==> src/rtl/uart_pkg.sv <==
package uart_pkg;

	// one data byte as it travels on the serial line
	typedef logic [7:0] uart_byte_t;

	// received byte plus its framing status
	// frame_err is set when the stop bit was sampled low
	typedef struct packed {
		uart_byte_t data;
		logic       frame_err;
	} rx_word_t;

	// receiver FSM
	typedef enum logic [1:0] {
		rx_idle,
		rx_start,
		rx_data,
		rx_stop
	} rx_state_t;

	// transmitter FSM
	typedef enum logic [1:0] {
		tx_idle,
		tx_start,
		tx_data,
		tx_stop
	} tx_state_t;

endpackage

==> src/rtl/uart_fifo.sv <==
`timescale 1ns/1ps

module uart_fifo #(
	parameter int width      = 8,
	parameter int fifo_depth = 4
) (
	input  logic             clk,
	input  logic             rst,
	input  logic [width-1:0] in_data,
	input  logic             in_valid,
	output logic             in_ready,
	output logic [width-1:0] out_data,
	output logic             out_valid,
	input  logic             out_ready
);

	localparam int addr_w = $clog2(fifo_depth);

	logic [width-1:0] mem [fifo_depth];
	// one extra bit tells full from empty
	logic [addr_w:0]  wr_ptr;
	logic [addr_w:0]  rd_ptr;
	logic             full;
	logic             empty;
	logic             do_wr;
	logic             do_rd;

	assign empty = (wr_ptr == rd_ptr);
	// same slot, different lap
	assign full  = (wr_ptr == {~rd_ptr[addr_w], rd_ptr[addr_w-1:0]});

	assign out_valid = !empty;
	assign out_data  = mem[rd_ptr[addr_w-1:0]];
	// a read in this cycle frees a slot for the write
	assign in_ready  = !full || out_ready;

	assign do_wr = in_valid && in_ready;
	assign do_rd = out_valid && out_ready;

	always_ff @(posedge clk) begin
		if (rst) begin
			wr_ptr <= '0;
			rd_ptr <= '0;
		end else begin
			if (do_wr) begin
				wr_ptr <= wr_ptr + 1'b1;
			end
			if (do_rd) begin
				rd_ptr <= rd_ptr + 1'b1;
			end
		end
	end

	// storage
	always_ff @(posedge clk) begin
		if (do_wr) begin
			mem[wr_ptr[addr_w-1:0]] <= in_data;
		end
	end

endmodule

==> src/rtl/uart_rx.sv <==
`timescale 1ns/1ps

module uart_rx #(
	parameter int clk_div = 16
) (
	input  logic              clk,
	input  logic              rst,
	input  logic              rxi,
	output uart_pkg::rx_word_t word,
	output logic              word_strobe
);

	localparam int cnt_w = $clog2(clk_div);
	// cycle index of the last cycle in one bit period
	localparam logic [cnt_w-1:0] cnt_last = cnt_w'(clk_div - 1);
	// cycle index of the half-bit point, counted from the falling edge
	localparam logic [cnt_w-1:0] cnt_half = cnt_w'(clk_div / 2 - 1);
	// cycle index of the last stop-bit cycle, counted after the stop sample
	localparam logic [cnt_w-1:0] cnt_rest = cnt_w'(clk_div - clk_div / 2 - 2);

	uart_pkg::rx_state_t state;
	logic [1:0]          sync_q;
	logic                line_d;
	logic                line;
	logic [cnt_w-1:0]    cnt;
	logic [2:0]          bit_idx;
	logic                stop_seen;
	logic                sample_data;
	logic                sample_stop;

	// two flop synchronizer, idles high like the line
	always_ff @(posedge clk) begin
		if (rst) begin
			sync_q <= 2'b11;
			line_d <= 1'b1;
		end else begin
			sync_q <= {sync_q[0], rxi};
			line_d <= sync_q[1];
		end
	end

	assign line = sync_q[1];

	// after the start bit the counter is aligned to mid-bit,
	// so every wrap of the counter is a sample point
	assign sample_data = (state == uart_pkg::rx_data) && (cnt == cnt_last);
	assign sample_stop = (state == uart_pkg::rx_stop) && !stop_seen && (cnt == cnt_last);

	always_ff @(posedge clk) begin
		if (rst) begin
			state       <= uart_pkg::rx_idle;
			cnt         <= '0;
			bit_idx     <= '0;
			stop_seen   <= 1'b0;
			word_strobe <= 1'b0;
		end else begin
			word_strobe <= 1'b0;
			cnt         <= cnt + 1'b1;
			case (state)
				uart_pkg::rx_idle: begin
					cnt <= '0;
					// falling edge on the synchronized line
					if (line_d && !line) begin
						state <= uart_pkg::rx_start;
					end
				end
				uart_pkg::rx_start: begin
					if (line) begin
						// line came back before half a bit, treat as a glitch
						state <= uart_pkg::rx_idle;
					end else if (cnt == cnt_half) begin
						// start bit confirmed at its middle
						state   <= uart_pkg::rx_data;
						cnt     <= '0;
						bit_idx <= '0;
					end
				end
				uart_pkg::rx_data: begin
					if (sample_data) begin
						cnt     <= '0;
						bit_idx <= bit_idx + 1'b1;
						if (bit_idx == 3'd7) begin
							state     <= uart_pkg::rx_stop;
							stop_seen <= 1'b0;
						end
					end
				end
				uart_pkg::rx_stop: begin
					if (sample_stop) begin
						// word goes out even with a bad stop bit
						word_strobe <= 1'b1;
						stop_seen   <= 1'b1;
						cnt         <= '0;
					end else if (stop_seen && cnt == cnt_rest) begin
						// rest of the stop bit is over, idle sees the next edge
						state     <= uart_pkg::rx_idle;
						stop_seen <= 1'b0;
					end
				end
				default: state <= uart_pkg::rx_idle;
			endcase
		end
	end

	// payload, lsb first into the top of the shift register
	always_ff @(posedge clk) begin
		if (sample_data) begin
			word.data <= {line, word.data[7:1]};
		end
		if (sample_stop) begin
			word.frame_err <= !line;
		end
	end

endmodule

==> src/rtl/uart_top.sv <==
`timescale 1ns/1ps

module uart_top #(
	parameter int clk_div    = 16,
	parameter int fifo_depth = 4
) (
	input  logic                clk,
	input  logic                rst,
	input  uart_pkg::uart_byte_t tx_data,
	input  logic                tx_valid,
	output logic                tx_ready,
	output uart_pkg::rx_word_t   rx_word,
	output logic                rx_valid,
	input  logic                rx_ready,
	output logic                txo,
	input  logic                rxi,
	output logic                rx_overrun
);

	localparam int rx_w = $bits(uart_pkg::rx_word_t);

	// transmit FIFO to transmitter
	uart_pkg::uart_byte_t tx_byte;
	logic                 tx_byte_valid;
	logic                 tx_byte_ready;

	// receiver to receive FIFO
	uart_pkg::rx_word_t rx_new_word;
	logic               rx_strobe;
	logic               rx_fifo_ready;

	uart_fifo #(
		.width(8),
		.fifo_depth(fifo_depth)
	) u_tx_fifo (
		.clk(clk),
		.rst(rst),
		.in_data(tx_data),
		.in_valid(tx_valid),
		.in_ready(tx_ready),
		.out_data(tx_byte),
		.out_valid(tx_byte_valid),
		.out_ready(tx_byte_ready)
	);

	uart_tx #(
		.clk_div(clk_div)
	) u_tx (
		.clk(clk),
		.rst(rst),
		.data(tx_byte),
		.valid(tx_byte_valid),
		.ready(tx_byte_ready),
		.txo(txo)
	);

	uart_rx #(
		.clk_div(clk_div)
	) u_rx (
		.clk(clk),
		.rst(rst),
		.rxi(rxi),
		.word(rx_new_word),
		.word_strobe(rx_strobe)
	);

	// the line cannot be stalled, the strobe is the write valid
	uart_fifo #(
		.width(rx_w),
		.fifo_depth(fifo_depth)
	) u_rx_fifo (
		.clk(clk),
		.rst(rst),
		.in_data(rx_new_word),
		.in_valid(rx_strobe),
		.in_ready(rx_fifo_ready),
		.out_data(rx_word),
		.out_valid(rx_valid),
		.out_ready(rx_ready)
	);

	// sticky until reset, a word arrived with nowhere to go
	always_ff @(posedge clk) begin
		if (rst) begin
			rx_overrun <= 1'b0;
		end else if (rx_strobe && !rx_fifo_ready) begin
			rx_overrun <= 1'b1;
		end
	end

endmodule

==> src/rtl/uart_tx.sv <==
`timescale 1ns/1ps

module uart_tx #(
	parameter int clk_div = 16
) (
	input  logic                clk,
	input  logic                rst,
	input  uart_pkg::uart_byte_t data,
	input  logic                valid,
	output logic                ready,
	output logic                txo
);

	localparam int cnt_w = $clog2(clk_div);
	localparam logic [cnt_w-1:0] cnt_last = cnt_w'(clk_div - 1);

	uart_pkg::tx_state_t  state;
	uart_pkg::uart_byte_t shreg;
	logic [cnt_w-1:0]     cnt;
	logic [2:0]           bit_idx;
	logic                 bit_end;
	logic                 load;
	logic                 shift;

	assign bit_end = (cnt == cnt_last);

	// last stop cycle counts as idle, so frames can follow without a gap
	assign ready = (state == uart_pkg::tx_idle) ||
		((state == uart_pkg::tx_stop) && bit_end);
	assign load  = valid && ready;
	// shift out the next data bit at the end of start and of bits 0..6
	assign shift = bit_end && ((state == uart_pkg::tx_start) ||
		((state == uart_pkg::tx_data) && (bit_idx != 3'd7)));

	always_ff @(posedge clk) begin
		if (rst) begin
			state   <= uart_pkg::tx_idle;
			cnt     <= '0;
			bit_idx <= '0;
			txo     <= 1'b1;
		end else begin
			cnt <= bit_end ? '0 : cnt + 1'b1;
			if (load) begin
				// start bit begins on the next cycle
				state <= uart_pkg::tx_start;
				cnt   <= '0;
				txo   <= 1'b0;
			end else begin
				case (state)
					uart_pkg::tx_idle: begin
						cnt <= '0;
						txo <= 1'b1;
					end
					uart_pkg::tx_start: begin
						if (bit_end) begin
							state   <= uart_pkg::tx_data;
							bit_idx <= '0;
							txo     <= shreg[0];
						end
					end
					uart_pkg::tx_data: begin
						if (bit_end) begin
							bit_idx <= bit_idx + 1'b1;
							if (bit_idx == 3'd7) begin
								state <= uart_pkg::tx_stop;
								txo   <= 1'b1;
							end else begin
								txo <= shreg[0];
							end
						end
					end
					uart_pkg::tx_stop: begin
						if (bit_end) begin
							state <= uart_pkg::tx_idle;
						end
					end
					default: state <= uart_pkg::tx_idle;
				endcase
			end
		end
	end

	// data byte, bit 0 always next on the line
	always_ff @(posedge clk) begin
		if (load) begin
			shreg <= data;
		end else if (shift) begin
			shreg <= {1'b0, shreg[7:1]};
		end
	end

endmodule

==> config.mk <==
export PLATFORM = sky130hd
export DESIGN_NAME = uart_top
export DESIGN_NICKNAME = d
export VERILOG_FILES = /design/src/rtl/uart_pkg.sv /design/src/rtl/uart_fifo.sv /design/src/rtl/uart_rx.sv /design/src/rtl/uart_top.sv /design/src/rtl/uart_tx.sv
export SDC_FILE = /design/constraint.sdc
export NUM_CORES = 1
export LEC_CHECK = 0
export BUFFER_PORTS_ARGS = -buffer_cell sky130_fd_sc_hd__buf_2
export CAP_MARGIN = 20
export CORE_MARGIN = 2
export CORE_UTILIZATION = 45
export CTS_BUF_LIST = sky130_fd_sc_hd__clkbuf_4
export CTS_CLUSTER_SIZE = 40
export DETAILED_ROUTE_END_ITERATION = 7
export MAX_ROUTING_LAYER = met4
export PLACE_DENSITY_LB_ADDON = 0.05
export SLEW_MARGIN = 30
export SYNTH_ARGS = -nofsm -noshare
export SYNTH_HDL_FRONTEND = slang
export SYNTH_HIERARCHICAL = 1
export SYNTH_SLANG_ARGS = --single-unit
==> constraint.sdc <==
create_clock -name clk -period 4.3 [get_ports clk]
set_input_delay 0.645 -clock clk [delete_from_list [all_inputs] [get_ports clk]]
set_output_delay 0.645 -clock clk [all_outputs]
set_load 0.005 [all_outputs]
==> metrics.yaml, run 1 <==
logic_synthesis:
  netlist_area_um2: 5510
  syn_nets: 408
  synth_top_family_by_area: "multiplexers"
  seq_area_frac_synth_pct: 61.3
  synth_cells: 371
  yosysUniqueCellTypes: 61
  synth_mux_area_share_pct: 11.6
  synth_compound_gate_area_share_pct: 6.66
  ys.flop_type: "edfxtp_1"
  synth-simple-area-share_pct: 9.36
  avgSynthCellArea_um2: 14.8
  postSynth.asyncResetShare_pct: 0
  ys_ff_latch: 126
  synth_warnings: 6
  synthAdderAreaFrac_pct: 5.45
  synth_xor_area_share_pct: 2.57
  synth_edf_count: 85
sta:
  setup_violations: 0
  hold_viol_final: 0
  tightest_slew_ns: 0.785
  skew_ns: 0.00909
  fin_crit_sh_pct: 65.9
  maxSlewViolCount: 0
  relSlewSlack_pct: 47.7
  tns_ns: 0
  fin_crit_ns: 2.83
  timing.fmax_ghz: 0.353
  rsz0062_at_grt: "no"
floorplanning:
  start_util_pct: 46.0
  rows: 40
  dieWidth_um: 115
  core_area_um2: 12000
  die_h_um: 115
  num_io_pins: 26
  dieArea_um2: 13100
placed_design:
  io_buffers: 25
  dpl.hpwl_um: 6130
  place_inst: 530
  gp_congestion: 0.744
grt:
  grt_pass1_wl_um: 15000
  grt_pass1_vias: 2926
  grt_max_degree: 42
  grt_usage_pct: 15.8
  antenna_found_initial: 0
  overflow: 0
detailed_routing:
  vias: 2965
  first_pass_iters: 4
  avgRoutedWirePerCell_um: 16.4
  drc: 0
  ant_nets: 0
  viasPerCell: 5.28
  wirelength_um: 9230
  drt_iter0_drc: 134
cts:
  clock_path_buffers: 2
  cts_tree: "built"
  cts-resized-gates: 0
  hold_buffers: 0
  cts_buffers: 17
  root_buffer: "clkbuf_4"
  clk_pin_slew_ns: 0.10
  clock-sinks: 126
  worstSkewPairLatency_ns: 0.52
  htree_num_levels: 4
  cts_setup_buffers: 0
critical_path:
  worstPathMaxFanout: 9
  crit_arrival_ns: 2.19
  crit_path_start_kind: "register"
  timing_worst_setup_path_type: "register to output pin"
  worst_setup_path_end_kind: "output pin"
  required_ns: 3.65
final_layout:
  drive_above_1_share_pct: 26.5
  final_nets: 439
  fin_util_pct: 50.5
  fin_cells: 562
  diodes: 0
  area.growth.synth_to_final_pct: 9.73
power:
  powerDensity_nw_per_um2: 498
  p_leak_uw: 0.00211
  total_power_uw: 3010
  ir_drop_mv: 0.271
hold_path:
  hold_class: "primary input to register"
flow_run:
  cap_viol_max_count: 0
run_status:
  run_status: "finished clean"
==> cell families after synthesis <==
group | Yosys count
AO/OA/AOI/OAI | 43
XOR/XNOR | 11
adder cells (fa/ha/maj) | 24
buffers and inverters | 37
flip-flops | 126
multiplexers | 40
AND/OR/NAND/NOR | 90
==> state kept, by name, summed over array words and instances (netlist names), 3 cells and up, named ones only <==
register          flops
u_tx_fifo/rd_ptr      3
u_tx/bit_idx          3
u_rx/bit_idx          3
u_rx/word             9
u_rx_fifo/wr_ptr      3
u_tx/shreg            8
u_tx_fifo/mem        32
u_tx_fifo/wr_ptr      3
u_rx/cnt              4
u_rx_fifo/mem        36
u_rx_fifo/rd_ptr      3
u_tx/cnt              4
==> worst max-delay path, cell delays in order (launching register included) <==
cell and delay (ns):
dfxtp_1 0.43, inv_1 0.13, ha_1 0.29, a41o_1 0.35
inv_1 0.19, nand4_1 0.11, buf_2 0.16
==> cell type report <==
cell class	instances	area (um^2)
clock buffers	17	128
clock inverters	15	176
fillers	1040	5920
inverters	24	90.1
multi-input cells	208	1960
flip-flops and latches	126	3370
well taps	147	184
repair buffers	25	125
==> worst paths after layout <==
check,from,end,slack [ns],depth (start not counted)
setup / recovery,u_tx/state[0],tx_ready,1.47,6
hold / removal,rxi,u_rx/sync_q[0],0.30,2
setup reg to reg,u_tx/state[0],u_tx_fifo/mem[1][2],1.89,6
hold reg to reg,u_rx/sync_q[0],u_rx/sync_q[1],0.43,1
==> power breakdown <==
group	switching (uW)	internal, uW	total, uW
clock network	415	449	864
logic	316	315	631
registers	91.9	1420	1510
total	823	2180	3010
==> cell usage after synthesis, types with 2 or more instances <==
| library cell | count | area, um^2 |
|---|---|---|
| xnor2_1 | 4 | 35.0 |
| mux2_4 | 2 | 30.0 |
| a2111oi_0 | 2 | 17.5 |
| buf_4 | 3 | 22.5 |
| nand4_1 | 2 | 12.5 |
| a31oi_2 | 2 | 25.0 |
| mux4_2 | 17 | 383 |
| xor2_2 | 2 | 32.5 |
| nand3_1 | 8 | 40.0 |
| clkbuf_1 | 4 | 15.0 |
| o21ai_0 | 3 | 15.0 |
| buf_6 | 2 | 22.5 |
| nand4bb_1 | 3 | 33.8 |
| nor2b_1 | 5 | 31.3 |
| nand2_1 | 19 | 71.3 |
| mux2_1 | 2 | 22.5 |
| nor4_1 | 3 | 18.8 |
| xnor2_2 | 4 | 65.1 |
| ha_1 | 24 | 300 |
| mux2_2 | 12 | 135 |
| buf_1 | 2 | 7.51 |
| and3_1 | 4 | 25.0 |
| nor3b_1 | 3 | 22.5 |
| a211oi_1 | 4 | 30.0 |
| buf_2 | 2 | 10.0 |
| a22oi_1 | 2 | 15.0 |
| nand3b_1 | 3 | 22.5 |
| edfxtp_1 | 85 | 2550 |
| a21oi_1 | 11 | 55.1 |
| inv_1 | 24 | 90.1 |
| a311o_1 | 2 | 20.0 |
| and2_1 | 6 | 37.5 |
| nor2_1 | 14 | 52.6 |
| nand2b_1 | 2 | 12.5 |
| or2_2 | 4 | 25.0 |
| or3_1 | 2 | 12.5 |
| a31oi_1 | 2 | 12.5 |
| a41oi_2 | 4 | 65.1 |
| mux2i_1 | 7 | 70.1 |
| nor3_1 | 4 | 20.0 |
| dfxtp_1 | 41 | 821 |
==> metrics by stage <==
stage / setup WS, ns / area [um^2] / hold slack (ns)
after global routing: 1.20 / 6040 / 0.246
after floorplan: 2.35 / 5510 / 0.389
final: 1.47 / 6040 / 0.303
after CTS: 1.39 / 6040 / 0.253
after global placement: 1.97 / 5740 / 0.394
after detailed placement: 1.89 / 5740 / 0.399
==> routing by layer <==
layer / vias to the layer above / global-route usage (%) / share of wire, %
met3: 19 / 5.35 / 3.6
li1: 1465 / - / -
met5: - / - / 0
met2: 38 / 21.7 / 44
met4: 0 / 6.83 / 1.7
met1: 1443 / 21.5 / 51
==> cells in the final DEF, fill, tap and decap left out, types with 5 or more instances in the layout <==
cell type	count
and2_1	6
mux2i_1	7
nor2_1	14
nand3_1	8
buf_2	25
a21oi_1	11
mux2_2	12
edfxtp_1	85
ha_1	24
clkbuf_4	17
nor2b_1	5
mux4_2	17
clkinv_2	5
inv_1	24
dfxtp_1	41
nand2_1	19
Power figures use the tool's default switching activity.
==> run 2, diff against run 1 <==
--- a/config.mk
+++ b/config.mk
@@ -5,6 +5,7 @@
 export SDC_FILE = /design/constraint.sdc
 export NUM_CORES = 1
 export LEC_CHECK = 0
+export ABC_AREA = 1
 export BUFFER_PORTS_ARGS = -buffer_cell sky130_fd_sc_hd__buf_2
 export CAP_MARGIN = 20
 export CORE_MARGIN = 2
==> constraint.sdc (replaced) <==
create_clock -name clk -period 2.6 [get_ports clk]
set_input_delay 0.39 -clock clk [delete_from_list [all_inputs] [get_ports clk]]
set_output_delay 0.39 -clock clk [all_outputs]
set_load 0.005 [all_outputs]
==> run 2 against run 1 <==
- final cell count increased by 33%
- highest routed layer unchanged
- global-route usage rose by 1.6 points
- clock skew increased by 0.0074 ns
- flip-flop and latch count stayed put
- critical path type unchanged
- design area rose by 1.3%
- die area grew 0.11%
- largest cell class unchanged
==> metrics.yaml, run 2 <==
run_status:
  run_status: "finished clean"  # unchanged
critical_path:
  cp_slowest_cell: "dfxtp_1"  # unchanged
  crit_arrival_ns: 1.95  # was 2.19 ns
  crit_path_start_kind: "register"  # unchanged
  rr_endpoint: "u_tx_fifo/mem[1][4]"  # was u_tx_fifo/mem[1][2]
  r2r_slack_ns: 0.38  # was 1.89 ns
  worstPathMaxFanout: 13  # was 9
  required_ns: 2.21  # was 3.65 ns
  worst_setup_path_end_kind: "output pin"  # unchanged
  path_cells: "inv_1 > ha_1 > inv_1 > nand2_4 > nor2_2 > nand2_4 > buf_2"  # was inv_1 > ha_1 > a41o_1 > inv_1 > nand4_1 > buf_2
  crit_family: "flip-flops"  # was buffers and inverters
  cp_num_cells: 7  # was 6
  cp_num_buf_inv: 3  # unchanged
  max_stage_delay_ns: 0.45  # was 0.43 ns
  timing_worst_setup_path_type: "register to output pin"  # unchanged
  rr_worst_depth: 7  # was 6
  crit_path_end: "tx_ready"  # unchanged
  startpoint: "u_tx/state[1]"  # was u_tx/state[0]
  regToRegStartpoint: "u_tx/state[1]"  # was u_tx/state[0]
detailed_routing:
  drt_iter0_drc: 208  # was 134
  vias: 3695  # was 2965
  wirelength_um: 10100  # was 9230 um
  first_pass_iters: 4  # unchanged
  avgRoutedWirePerCell_um: 13.6  # was 16.4 um
  ant_nets: 0  # unchanged
  viasPerCell: 4.95  # was 5.28
  drc: 0  # unchanged
floorplanning:
  start_util_pct: 46.1  # was 46.0%
  rows: 40  # unchanged
  num_io_pins: 26  # unchanged
  core_area_um2: 12000  # unchanged
  die_h_um: 115  # about the same
  dieArea_um2: 13100  # about the same
  dieWidth_um: 115  # about the same
final_layout:
  final.fill_count: 1119  # was 1040
  area.growth.synth_to_final_pct: 11.1  # was 9.73%
  mostFrequentLayoutCells: "nand2_1 (90), nor2_1 (85), edfxtp_1 (85), inv_1 (45), dfxtp_1 (41)"  # was edfxtp_1 (85), dfxtp_1 (41), buf_2 (25), inv_1 (24), ha_1 (24)
  multi_input_area_um2: 1880  # was 1960 um^2
  drive_above_1_share_pct: 16.5  # was 26.5%
  largest_reg_flops: 36  # unchanged
  diodes: 0  # unchanged
  final_nets: 623  # was 439
  final_common_cell: "nand2_1"  # was edfxtp_1
  register_area_um2: 3370  # unchanged
logic_synthesis:
  seq_area_frac_synth_pct: 61.2  # was 61.3%
  ys.flop_type: "edfxtp_1"  # unchanged
  avgSynthCellArea_um2: 10.2  # was 14.8 um^2
  ys_ff_latch: 126  # unchanged
  postSynth.asyncResetShare_pct: 0  # unchanged
  synth_top_area_share_pct: 46.3  # was 46.4%
  yosysUniqueCellTypes: 30  # was 61
  synth.area.top_cells: "edfxtp_1 (46%), dfxtp_1 (15%), nand2_1 (6.1%)"  # was edfxtp_1 (46%), dfxtp_1 (15%), mux4_2 (7.0%)
  synth_warnings: 6  # unchanged
  synth_cells: 542  # was 371
  post-synth-top-count-cell: "nand2_1"  # was edfxtp_1
  synth_commonest_cells: "nand2_1 (90), edfxtp_1 (85), nor2_1 (85)"  # was edfxtp_1 (85), dfxtp_1 (41), ha_1 (24), inv_1 (24), nand2_1 (19)
  yosysTopAreaCell: "edfxtp_1"  # unchanged
  synth_edf_count: 85  # unchanged
  netlist_area_um2: 5510  # about the same
  syn_nets: 579  # was 408
power:
  powerDensity_nw_per_um2: 897  # was 498 nW/um^2
  ir_drop_mv: 0.393  # was 0.271 mV
  p_leak_uw: 0.00249  # was 0.00211 uW
cts:
  cts_setup_buffers: 0  # unchanged
  root_buffer: "clkbuf_4"  # unchanged
  cts-resized-gates: 0  # unchanged
  cts_tree: "built"  # unchanged
  clk_pin_slew_ns: 0.11  # was 0.10 ns
  clock-sinks: 126  # unchanged
  htree_num_levels: 4  # unchanged
  worstSkewPairLatency_ns: 0.51  # was 0.52 ns
  clock_path_buffers: 2  # unchanged
  cts_buffers: 17  # unchanged
  hold_buffers: 1  # was 0
sta:
  tns_ns: 0  # unchanged
  hold_viol_final: 0  # unchanged
  relSlewSlack_pct: 53.3  # was 47.7%
  rsz0062_at_grt: "no"  # unchanged
  maxSlewViolCount: 0  # unchanged
  fin_crit_sh_pct: 89.9
  timing.final.ws_setup_ns: 0.262  # was 1.47 ns
  setup_violations: 0  # unchanged
  skew_ns: 0.0165  # was 0.00909 ns
  timing.fmax_ghz: 0.428
  fin_crit_ns: 2.34
  tightest_slew_ns: 0.696  # was 0.785 ns
grt:
  grt_usage_pct: 17.4  # was 15.8%
  grt_max_degree: 20  # was 42
  grt_pass1_vias: 3523  # was 2926
  overflow: 0  # unchanged
  grt_pass1_wl_um: 16900  # was 15000 um
  antenna_found_initial: 0  # unchanged
placed_design:
  dpl.hpwl_um: 6970  # was 6130 um
  dp_slack_ns: 0.433  # was 1.89 ns
  io_buffers: 25  # unchanged
  gp_congestion: 0.834  # was 0.744
hold_path:
  hold_class: "primary input to register"  # unchanged
flow_run:
  cap_viol_max_count: 0  # unchanged
## run 2: changes by cell type after synthesis, moves of 21 or more
| cell | before | now |
|---|---|---|
| o21ai_0 | 3 | 33 |
| nor2_1 | 14 | 85 |
| nand2_1 | 19 | 90 |
| nand3_1 | 8 | 29 |
| inv_1 | 24 | 45 |
## run 2: stage by stage
stage / hold slack, ns / util [%] / power, uW / instance area, um^2 / cells
finish: 0.112 / 51.2 / 5490 / 6120 / 746
global route: 0.0433 / 51.2 / 5900 / 6120 / 746
CTS: 0.0503 / 51.2 / 5550 / 6120 / 746
detailed placement: 0.394 / 48.7 / 4170 / 5820 / 713
global placement: 0.394 / 48.7 / 4160 / 5820 / 713
floorplan: 0.389 / - / 3820 / 5510 / 542
## run 2: layout make-up
cell class	instances	area share, %
clock buffer	19	2.33
clock inverter	13	2.39
inverter	58	3.56
multi-input combinational	351	30.7
sequential	126	55.1
tap	147	3.00
timing repair buffer	32	2.94
## run 2: cell families after synthesis
logic type / Yosys count / share of synthesized area (%)
simple gates: 237 / 19.3
flops: 126 / 61.2
compound gates: 83 / 8.24
buf+inv: 65 / 4.74
fa+ha+maj: 24 / 5.45
xor+xnor: 7 / 1.11
## run 2: worst min path at each step
stage | endpoint | startpoint | cells past startpoint | slack [ns]
CTS | u_tx_fifo/mem[3][6] | tx_data[6] | 1 | 0.05
detailed placement | u_rx/sync_q[1] | u_rx/sync_q[0] | 1 | 0.39
finish | u_tx_fifo/mem[0][0] | tx_data[0] | 1 | 0.11
floorplan | u_rx/sync_q[1] | u_rx/sync_q[0] | 1 | 0.39
global placement | u_rx/sync_q[1] | u_rx/sync_q[0] | 1 | 0.39
global route | u_tx_fifo/mem[1][6] | tx_data[6] | 1 | 0.04
## run 2: where the power goes
part           total [uW]  internal, uW  switching (uW)
logic                1520           529             987
registers            2610          2420             196
clock network        1360           674             685
total                5490          3620            1870
## run 2: routing by layer
metal | track usage [%] | vias to the layer above | part of all wire (%)
met5 | - | - | 0
met4 | 7.32 | 0 | 0.86
met3 | 4.92 | 6 | 3.0
met2 | 26.2 | 56 | 47
met1 | 22.2 | 1720 | 49
li1 | - | 1913 | -
==> run 3, diff against run 2 <==
--- a/config.mk
+++ b/config.mk
@@ -15,6 +15,7 @@
 export DETAILED_ROUTE_END_ITERATION = 7
 export MAX_ROUTING_LAYER = met4
 export PLACE_DENSITY_LB_ADDON = 0.05
+export RECOVER_POWER = 25
 export SLEW_MARGIN = 30
 export SYNTH_ARGS = -nofsm -noshare
 export SYNTH_HDL_FRONTEND = slang
==> run 3 against run 2 <==
- critical path type unchanged
- design area fell by 0.16%
- final cell count did not move
- via count barely moved
- clock skew fell by 0.0012 ns
- flip-flop and latch count did not move
- largest cell class unchanged
- largest power group unchanged
- routed wire length barely moved
- clock power barely moved
- fmax fell by 0.14%
- global-route usage did not move
==> metrics.yaml, run 3 (synthesis results as in run 2) <==
run_status:
  run_status: "finished clean"  # unchanged
power:
  powerDensity_nw_per_um2: 898  # was 897 nW/um^2
  p_leak_uw: 0.00247  # was 0.00249 uW
  ir_drop_mv: 0.395  # was 0.393 mV
critical_path:
  required_ns: 2.21  # about the same
  timing_worst_setup_path_type: "register to output pin"  # unchanged
  path_cells: "inv_1 > ha_1 > inv_1 > nand2_4 > nor2_2 > nand2_4 > buf_2"  # unchanged
  cp_slowest_cell: "dfxtp_1"  # unchanged
  r2r_slack_ns: 0.40  # was 0.38 ns
  crit_path_start_kind: "register"  # unchanged
  regToRegStartpoint: "u_tx/state[1]"  # unchanged
  rr_worst_depth: 7  # unchanged
  worst_setup_path_end_kind: "output pin"  # unchanged
  rr_endpoint: "u_tx_fifo/mem[1][4]"  # unchanged
  worstPathMaxFanout: 13  # unchanged
  crit_arrival_ns: 1.95  # about the same
  max_stage_delay_ns: 0.45  # about the same
final_layout:
  drive_above_1_share_pct: 15.0  # was 16.5%
  diodes: 0  # unchanged
  final_common_cell: "nand2_1"  # unchanged
  final.fill_count: 1123  # was 1119
  final_nets: 623  # unchanged
  area.growth.synth_to_final_pct: 10.9  # was 11.1%
  largest_reg_flops: 36  # unchanged
  mostFrequentLayoutCells: "nand2_1 (90), nor2_1 (85), edfxtp_1 (85), inv_1 (46), dfxtp_1 (41)"  # was nand2_1 (90), nor2_1 (85), edfxtp_1 (85), inv_1 (45), dfxtp_1 (41)
sta:
  fin_crit_sh_pct: 90.1  # was 89.9%
  tightest_slew_ns: 0.692  # was 0.696 ns
  maxSlewViolCount: 0  # unchanged
  tns_ns: 0  # unchanged
  fin_crit_ns: 2.34  # about the same
  setup_violations: 0  # unchanged
  timing.final.ws_setup_ns: 0.259  # was 0.262 ns
  timing.fmax_ghz: 0.427  # was 0.428 GHz
  rsz0062_at_grt: "no"  # unchanged
  holdWs_ns: 0.178  # was 0.112 ns
  hold_viol_final: 0  # unchanged
  skew_ns: 0.0152  # was 0.0165 ns
  relSlewSlack_pct: 53.6  # was 53.3%
hold_path:
  holdPathStages: 1  # unchanged
  hold_class: "primary input to register"  # unchanged
  min_from: "tx_data[0]"  # unchanged
  holdPathEnd: "u_tx_fifo/mem[3][0]"  # was u_tx_fifo/mem[0][0]
cts:
  root_buffer: "clkbuf_4"  # unchanged
  worstSkewPairLatency_ns: 0.52  # was 0.51 ns
  cts_buffers: 17  # unchanged
  clk_pin_slew_ns: 0.11  # about the same
  cts-resized-gates: 0  # unchanged
  clock_path_buffers: 2  # unchanged
  cts_tree: "built"  # unchanged
  htree_num_levels: 4  # unchanged
  clock-sinks: 126  # unchanged
grt:
  grt_pass1_wl_um: 16900  # unchanged
  grt_usage_pct: 17.4  # unchanged
  antenna_found_initial: 0  # unchanged
  overflow: 0  # unchanged
  grt_max_degree: 20  # unchanged
  grt_pass1_vias: 3523  # unchanged
placed_design:
  io_buffers: 25  # unchanged
  dp_slack_ns: 0.433  # unchanged
  dpl.hpwl_um: 6970  # unchanged
  gp_congestion: 0.834  # unchanged
floorplanning:
  core_area_um2: 12000  # unchanged
  die_h_um: 115  # unchanged
  dieArea_um2: 13100  # unchanged
  num_io_pins: 26  # unchanged
  start_util_pct: 46.1  # unchanged
  rows: 40  # unchanged
  dieWidth_um: 115  # unchanged
detailed_routing:
  drt_iter0_drc: 207  # was 208
  avgRoutedWirePerCell_um: 13.6  # about the same
  wirelength_um: 10100  # about the same
  ant_nets: 0  # unchanged
  first_pass_iters: 4  # unchanged
  viasPerCell: 4.96  # was 4.95
  drc: 0  # unchanged
  vias: 3697  # was 3695
flow_run:
  cap_viol_max_count: 0  # unchanged
[run 3: changes by cell type in the layout (fill, tap and decap cells not counted)]
cell      previous run  this run
buf_2               25        17
inv_1               45        46
clkbuf_1             0         8
inv_2               12        11
[run 3: final cells by class]
| type | instances | area (um^2) | share of cell area, % |
|---|---|---|---|
| Multi-Input combinational cell | 351 | 1880 | 30.7 |
| Inverter | 58 | 218 | 3.56 |
| Clock inverter | 13 | 146 | 2.40 |
| Sequential cell | 126 | 3370 | 55.2 |
| Tap cell | 147 | 184 | 3.01 |
| Timing Repair Buffer | 32 | 170 | 2.78 |
| Clock buffer | 19 | 143 | 2.33 |
[run 3: repair_timing]
action	CTS	global route
hold buffers	1	0
endpoints found under the setup margin	0	0
buffers inserted	0	0
hold endpoints to repair	1	0
[run 3: worst max-delay path: cells and delay by family, from the launching register on]
family                   cells  cell delay [ns]
flip-flops                   1             0.45
AND/OR/NAND/NOR              3             0.41
buffers and inverters        3             0.37
adder cells (fa/ha/maj)      1             0.21
[run 3: through the flow]
stage / power, uW / instances / util [%] / instance area [um^2]
6_report: 5490 / 746 / 51.1 / 6110
5_1_grt: 5900 / 746 / 51.1 / 6110
4_1_cts: 5550 / 746 / 51.2 / 6120
3_5_place_dp: 4170 / 713 / 48.7 / 5820
3_3_place_gp: 4160 / 713 / 48.7 / 5820
2_1_floorplan: 3820 / 542 / - / 5510
[run 3: routing by layer]
layer	wire length (um)	GRT usage, %	part of all wire (%)
met3	360	4.92	3.6
met2	4740	26.2	47
met1	4910	22.2	48
met4	121	7.32	1.2
met5	0	-	0
[run 3: worst max-delay path by stage]
stage | startpoint | end | depth (start not counted)
finish | u_tx/state[1] | tx_ready | 7
global route | u_tx/state[1] | tx_ready | 7
global placement | u_tx/state[1] | u_tx_fifo/mem[3][5] | 7
detailed placement | u_tx/state[1] | u_tx_fifo/mem[1][5] | 7
CTS | u_tx/state[1] | tx_ready | 7
floorplan | u_tx/state[1] | u_tx_fifo/mem[0][0] | 7
[run 3: report_power, final]
group	internal, uW	leakage (uW)	switching (uW)
clock	674	0.000149	687
sequential	2420	0.00111	197
combinational	527	0.00121	986
